--- src/common/aes_pkg.sv ---
// aes_pkg: shared widths, block and word types, request struct and operation codes of the AES decrypt core.
package aes_pkg;

	// AES-128 runs ten rounds after the initial key addition.
	localparam int NUM_ROUNDS = 10;
	localparam int BLOCK_W = 128;
	localparam int WORD_W = 32;

	// byte 0 of a block sits in the top bits, as in FIPS-197.
	typedef logic [BLOCK_W-1:0] block_t;
	typedef logic [WORD_W-1:0] word_t;
	typedef logic [7:0] byte_t;

	// round index, 0 to NUM_ROUNDS.
	typedef logic [3:0] round_cnt_t;

	// one decryption request as it crosses the input handshake.
	typedef struct packed {
		block_t key;
		block_t ciphertext;
	} dec_req_t;

	// commands to the round key register.
	typedef enum logic [1:0] {
		KEY_HOLD,
		KEY_LOAD,
		KEY_FWD,
		KEY_BWD
	} key_op_t;

	// commands to the state register of the round datapath.
	typedef enum logic [2:0] {
		PATH_HOLD,
		PATH_LOAD,
		PATH_ADD_KEY,
		PATH_ROUND,
		PATH_FINAL
	} path_op_t;

endpackage

--- src/hw/aes_decrypt_ctrl.sv ---
// aes_decrypt_ctrl: phase FSM that sequences key expansion and the inverse rounds.
`timescale 1ns/1ns

module aes_decrypt_ctrl (
	input logic Clk,
	input logic arst_n,
	input logic in_valid,
	output logic in_ready,
	output logic out_valid,
	input logic out_ready,
	output aes_pkg::key_op_t key_op,
	output aes_pkg::path_op_t path_op,
	output aes_pkg::round_cnt_t round_idx
);
	import aes_pkg::*;

	typedef enum logic [2:0] {
		IDLE,
		EXPAND,
		INIT_ADD,
		ROUNDS,
		DONE
	} phase_t;

	phase_t phase;
	round_cnt_t cnt;

	// the counter runs up to NUM_ROUNDS while expanding, then back down to zero.
	always_ff @(posedge Clk or negedge arst_n) begin
		if (!arst_n) begin
			phase <= IDLE;
			cnt <= '0;
		end else begin
			case (phase)
				IDLE: begin
					cnt <= 4'd1;
					if (in_valid) begin
						phase <= EXPAND;
					end
				end
				EXPAND: begin
					if (cnt == NUM_ROUNDS) begin
						phase <= INIT_ADD;
					end else begin
						cnt <= cnt + 4'd1;
					end
				end
				INIT_ADD: begin
					cnt <= cnt - 4'd1;
					phase <= ROUNDS;
				end
				ROUNDS: begin
					// round zero is the final round.
					if (cnt == '0) begin
						phase <= DONE;
					end else begin
						cnt <= cnt - 4'd1;
					end
				end
				DONE: begin
					if (out_ready) begin
						phase <= IDLE;
					end
				end
				default: phase <= IDLE;
			endcase
		end
	end

	// while idle both registers follow the request, so the accepting edge captures it.
	always_comb begin
		key_op = KEY_HOLD;
		path_op = PATH_HOLD;
		case (phase)
			IDLE: begin
				key_op = KEY_LOAD;
				path_op = PATH_LOAD;
			end
			EXPAND: key_op = KEY_FWD;
			INIT_ADD: begin
				key_op = KEY_BWD;
				path_op = PATH_ADD_KEY;
			end
			ROUNDS: begin
				if (cnt == '0) begin
					path_op = PATH_FINAL;
				end else begin
					key_op = KEY_BWD;
					path_op = PATH_ROUND;
				end
			end
			default: ;
		endcase
	end

	assign round_idx = cnt;
	assign in_ready = (phase == IDLE);
	assign out_valid = (phase == DONE);

endmodule

--- config.mk ---
export PLATFORM = sky130hd
export DESIGN_NAME = aes_decrypt_ctrl
export DESIGN_NICKNAME = d
export VERILOG_FILES = /design/src/common/aes_pkg.sv /design/src/hw/aes_decrypt_ctrl.sv
export SDC_FILE = /design/constraint.sdc
export NUM_CORES = 1
export LEC_CHECK = 0
export ABC_AREA = 1
export BUFFER_PORTS_ARGS = -buffer_cell sky130_fd_sc_hd__clkbuf_2
export CORE_AREA = 2 2 39 41
export CTS_BUF_LIST = sky130_fd_sc_hd__clkbuf_4
export CTS_CLUSTER_DIAMETER = 30
export DETAILED_ROUTE_END_ITERATION = 12
export DIE_AREA = 0 0 41 43
export PLACE_DENSITY = 0.78
export SYNTH_ARGS = -nofsm -noshare
export SYNTH_HDL_FRONTEND = slang
export SYNTH_SLANG_ARGS = --single-unit
--- constraint.sdc ---
create_clock -name Clk -period 2.1 [get_ports Clk]
set_input_delay 0.42 -clock Clk [delete_from_list [all_inputs] [get_ports Clk]]
set_output_delay 0.42 -clock Clk [all_outputs]
set_load 0.02 [all_outputs]
After elaboration in Yosys (flattened, before gate mapping) --
Cells that the tools add are included.
Storage, ports and cells: word-level logic and storage cells 32, register bits 7, output and inout port bits 11, bits of input ports 4
Operators by class: reductions and logical operators 5, equality and inequality tests 11, add/subtract/negate cells 2, muxes and demuxes 12
Operators with widths (count):
- one-hot mux 4 bit (4 select lines) | 1
- 2-to-1 mux 3 bit | 5
- one-hot mux 3 bit (5 select lines) | 1
- != test 2 bit (second input constant) | 5
- one-hot mux 3 bit (3 select lines) | 1
- 2-to-1 mux 4 bit | 2
- one-hot mux 2 bit (4 select lines) | 1
- equality test 3 x 2 -> 1 bit (second input constant) | 2
- adder 4 x 1 -> 4 bit (second input constant) | 1
- equality test 4 bit (second input constant) | 1
- logical NOT 4 bit | 1
- AND reduction 4 bit | 1
- nonzero test 4 bit | 1
- subtractor 4 x 1 -> 4 bit (second input constant) | 1
- equality test 3 x 1 -> 1 bit (second input constant) | 1
- equality test 3 bit (second input constant) | 1
- logical NOT 3 bit | 1
- AND reduction 3 bit | 1
- 2-to-1 mux 2 bit | 1
- != test 2 x 1 -> 1 bit (second input constant) | 1

Longest topological paths before layout --
depth after elaboration 3, gate-level depth with buffers 12, gate-level depth less buffers 12

Least setup slack after synthesis --
No wires, ideal clock.
path type register to register, start point register phase[2], end point register cnt[3] (netlist: round_idx[3]), data arrival time 1.505 ns, slack 0.478 ns, required time 1.983 ns, setup time 0.117 ns, buffers on the path 0, cell stages (with the launch flop) 12, clock period less this slack 1.622 ns, path through dfrtp_1 inv_2 nand2_2 inv_2 ha_1 or2_2 nand2_1 nand2_1 nand2_1 nor2_1 nand2_1 nand2_1
Between the ends: cells in the longest elaborated chain, start to end 3, elaborated cells between the ends (all ways) 9, classes of those cells eq/ne: 5; mux: 1; reduce/logical: 3
RTL lines:
- start, declared | RTL line aes_decrypt_ctrl.sv:25 | phase_t phase;
- start signal, assigned | RTL line aes_decrypt_ctrl.sv:31 | phase <= IDLE;
- start signal, assigned | RTL line aes_decrypt_ctrl.sv:38 | phase <= EXPAND;
- start signal, assigned | RTL line aes_decrypt_ctrl.sv:43 | phase <= INIT_ADD;
- equality test 3 x 2 -> 1 bit (tied with other cells) | RTL line aes_decrypt_ctrl.sv:34 | case (phase)
- != test 2 bit (no line) or nonzero test 4 bit (tied branches)
- AND reduction 3 bit (no line)
- end signal, assigned | RTL line aes_decrypt_ctrl.sv:45 | cnt <= cnt + 4'd1;
- end signal, assigned | RTL line aes_decrypt_ctrl.sv:49 | cnt <= cnt - 4'd1;
- end signal, assigned | RTL line aes_decrypt_ctrl.sv:57 | cnt <= cnt - 4'd1;
- end, declared | RTL line aes_decrypt_ctrl.sv:26 | round_cnt_t cnt;
Several ways; a longest one is shown, not always the timed one. A chain may end at the register's enable or synchronous reset.

Final worst setup path --
start point register cnt[0] (netlist: round_idx[0]), end point output port path_op[0]
Between the ends: cells in the longest elaborated chain, start to end 3
RTL lines:
- logical NOT 4 bit | RTL line aes_decrypt_ctrl.sv:85 | if (cnt == '0) begin
- 2-to-1 mux 3 bit | RTL line aes_decrypt_ctrl.sv:85
- one-hot mux 3 bit (3 select lines) | RTL line aes_decrypt_ctrl.sv:74 | case (phase)
- end, declared | RTL line aes_decrypt_ctrl.sv:12 | output aes_pkg::path_op_t path_op,
Every way passes these cells.

==> impl_metrics.ini <==
[worst_setup_path]
critPathMaxStageDelay_ns = 0.45
critical_path.cell_chain = nor2_2, nand2_1, nand2_1, o21ai_0, clkbuf_2
path_max_fanout = 6
worstSetupStartpointType = flop
r2r-start = phase[2]$_DFFE_PN0P_
critical_path.slowest_cell = sky130_fd_sc_hd__dfrtp_1
crit_type = reg -> out
cp_data_required_time_ns = 1.68
cell_repeated_most_along_the_worst_path = sky130_fd_sc_hd__nand2_1
timing.critical_path.to_type = output pin
critPathArrivalTime_ns = 1.37
worstSetupStartpoint = round_idx[0]$_DFFE_PN0P_

[synthesis]
synth_area_in_compound_gates = 0.0198
synth.mux.area_fraction = 0
synth.distinct_cells = 18
syn_area_um2 = 568
number_of_register_bits_inferred_by_synthesis = 7
synth_top_area_cell = sky130_fd_sc_hd__dfrtp_1
synthesis.instances = 86
seq_area_frac_synth = 0.308
synth.top_cells.by_area = sky130_fd_sc_hd__dfrtp_1 (31%), sky130_fd_sc_hd__nand2_1 (20%), sky130_fd_sc_hd__inv_1 (7.3%)
postSynthNetCount = 93
adder_cell_fraction_of_synth_area = 0.0793
syn-mean-instance-area_um2 = 6.61
dominant_combinational_cell_family_by_area_after_synthesis = simple AND/OR/NAND/NOR gates
parity_gate_share_of_the_synthesized_area_counting_xor_and_xnor_cells = 0.0154
synth-simple-area-share = 0.491
synth_top_area_share = 0.308
number_of_warning_messages_in_the_yosys_log = 0

[pwr]
share_clk_of_total_power = 0.095
power.ir.vdd_worst_uv = 1000
pwr-share-seq = 0.228
power.share.combinational = 0.677
post-layout-total-power_mw = 1.36
static-leakage-power_nw = 0.442
sw_pwr_mw = 0.730
internal_portion_of_total_power_mw = 0.632
power.share.switching = 0.536
power.density_cell_area_mw_per_mm2 = 1950

[clocking]
cts.root.buffer_cell = sky130_fd_sc_hd__clkbuf_4
clk_latency_worst_skew_pair_ns = 0.24
numCtsBuffers = 3
cts_buffer_depth = 2
clock-sinks = 7
clkSlewWorstSetupHoldPaths_ns = 0.05
htreeDepth = 1
tritoncts_clock_tree = yes

[floorplanning]
floorplan.die.width_um = 41
fp.dieArea_mm2 = 0.00176
design.core.area_mm2 = 0.00138
die_y_um = 43
pin_count = 15
placementRows = 14
floorplan.initialDensity = 0.410

[timing]
setup-tns-final_ns = 0
worst_slew_margin_rel = 0.814
timing.final.crit_period_ns = 1.79
clock_skew_after_layout_ns = 0.00378
achievable-frequency_ghz = 0.557
rsz0062_at_grt = false
final_min_period_over_clock_period = 0.855
tightest_slew_ns = 0.279
hold_viol = 0
setup-violations-final = 0
final_max_slew_violation_count = 0

[global_route]
grt_pass1_vias = 502
grt_util_met3 = 0.0157
number_of_antenna_violations_at_the_first_check_in_global_routing = 0
met2_capacity_usage_during_global_routing = 0.234
gr_util_all_layers = 0.161
met1_usage = 0.227
grt_first_pass_wirelength_mm = 1.97
global_route.overflow_total = 0
pin_count_of_the_biggest_net_entering_global_routing = 8
busiest_layer = met2

[hold_path]
worst_hold_startpoint = in_valid
holdCritPathClass = in -> reg

[placed_design]
globalplace.congestion = 0.881
port-buffer-count = 14
half_perimeter_wire_length_after_detailed_placement_um = 913
post_dp_cell_area_um2 = 658

[detailed_routing]
via_per_inst = 4.70
routed_wl_mm = 1.13
drtPass1Iterations = 4
final_antenna_net_count = 0
drt_first_iter_violations = 12
drt-wirelength-per-cell_um = 9.35
detail_route.drc_violations = 0
vias = 569

[run]
drv.max_cap_violation_count = 0

[layout]
drive_above_1_share = 0.305
synthToLayoutAreaGrowth_pct = 22.9
antenna_diode_count = 0
final_cell_area_um2 = 698
final_core_util = 0.505
final_nets = 113

[run_status]
run_status = finished, final reports clean
[state kept, by name (all words and copies together) (netlist names)]
name,cells
round_idx,4
phase,3
[cell usage after synthesis]
| master | instances |
|---|---|
| sky130_fd_sc_hd__and3_1 | 1 |
| sky130_fd_sc_hd__inv_2 | 2 |
| sky130_fd_sc_hd__nand3b_1 | 1 |
| sky130_fd_sc_hd__inv_1 | 11 |
| sky130_fd_sc_hd__or2_2 | 1 |
| sky130_fd_sc_hd__nand4_1 | 1 |
| sky130_fd_sc_hd__a31oi_1 | 1 |
| sky130_fd_sc_hd__nand2_2 | 4 |
| sky130_fd_sc_hd__nand3_2 | 3 |
| sky130_fd_sc_hd__ha_1 | 2 |
| sky130_fd_sc_hd__o21ai_0 | 1 |
| sky130_fd_sc_hd__nor2_1 | 11 |
| sky130_fd_sc_hd__dfrtp_1 | 7 |
| sky130_fd_sc_hd__fa_1 | 1 |
| sky130_fd_sc_hd__nand3_1 | 3 |
| sky130_fd_sc_hd__xnor2_1 | 1 |
| sky130_fd_sc_hd__nor2_2 | 4 |
| sky130_fd_sc_hd__nand2_1 | 31 |
[logic make-up after synthesis]
family,Yosys count
simple gates,60
xor+xnor,1
fa+ha+maj,3
compound gates,2
flops,7
buf+inv,13
[metrics by stage]
stage                     instances  setup WS, ns  hold WS, ns
after floorplan                  86         0.478        0.124
final                           121         0.305        0.481
after global placement          116         0.369        0.257
after global routing            121         0.214        0.519
after CTS                       121         0.287        0.476
after detailed placement        116         0.339        0.258
[worst max-delay path: cells and delay by family (launching register included)]
family,cells,cell delay (ns)
AOI/OAI and AO/OA,1,0.08
DFF,1,0.45
buffers and inverters,1,0.16
and+or+nand+nor,3,0.44
[power groups by stage]
stage | Clock (mW) | Sequential, mW | Combinational [mW]
2_1_floorplan | 0 | 0.337 | 0.671
3_3_place_gp | 0 | 0.307 | 0.915
3_5_place_dp | 0 | 0.310 | 0.929
4_1_cts | 0.135 | 0.308 | 0.937
5_1_grt | 0.146 | 0.320 | 1.06
6_report | 0.129 | 0.311 | 0.923
[metal layers]
layer / share of wire / up-vias
met5: 0 / -
met4: 0 / 0
met3: 0.023 / 0
met2: 0.53 / 7
met1: 0.45 / 259
li1: - / 303
[placed cells by master (no fill, tap or decap), drive strengths merged]
cell         Yosys  final
xnor2            1      1
dlygate4sd3      0      1
inv             13     13
fa               1      1
nand3            6      6
nand2           35     35
a31oi            1      1
nand4            1      1
o21ai            1      1
and3             1      1
dfrtp            7      7
ha               2      2
or2              1      1
nand3b           1      1
clkbuf           0     18
nor2            15     15
[what timing repair did]
action / CTS / global route
endpoints found under the setup margin: 0 / 0
resized for setup: 0 / 0
hold buffers: 1 / 0
endpoints found under the hold margin: 7 / 0
buffers inserted: 0 / 0
[final timing paths]
| check | to | slack, ns | cells past startpoint |
|---|---|---|---|
| max | path_op[0] | 0.31 | 5 |
| min | phase[0]$_DFFE_PN0P_ | 0.48 | 5 |
| max reg2reg | round_idx[3]$_DFFE_PN0P_ | 0.33 | 11 |
| min reg2reg | round_idx[2]$_DFFE_PN0P_ | 0.56 | 2 |
| max in group asynchronous | round_idx[1]$_DFFE_PN0P_ | 1.38 | 2 |
| min in group asynchronous | round_idx[3]$_DFFE_PN0P_ | 0.56 | 2 |
[area by class of cell]
class | count | area, um^2
multi-input cells | 66 | 344
well taps | 16 | 20.0
repair buffers | 15 | 80.1
fillers | 133 | 686
clock buffers | 4 | 30.0
inverters | 13 | 48.8
flip-flops and latches | 7 | 175
No activity file was read; power rests on OpenSTA's default activity.
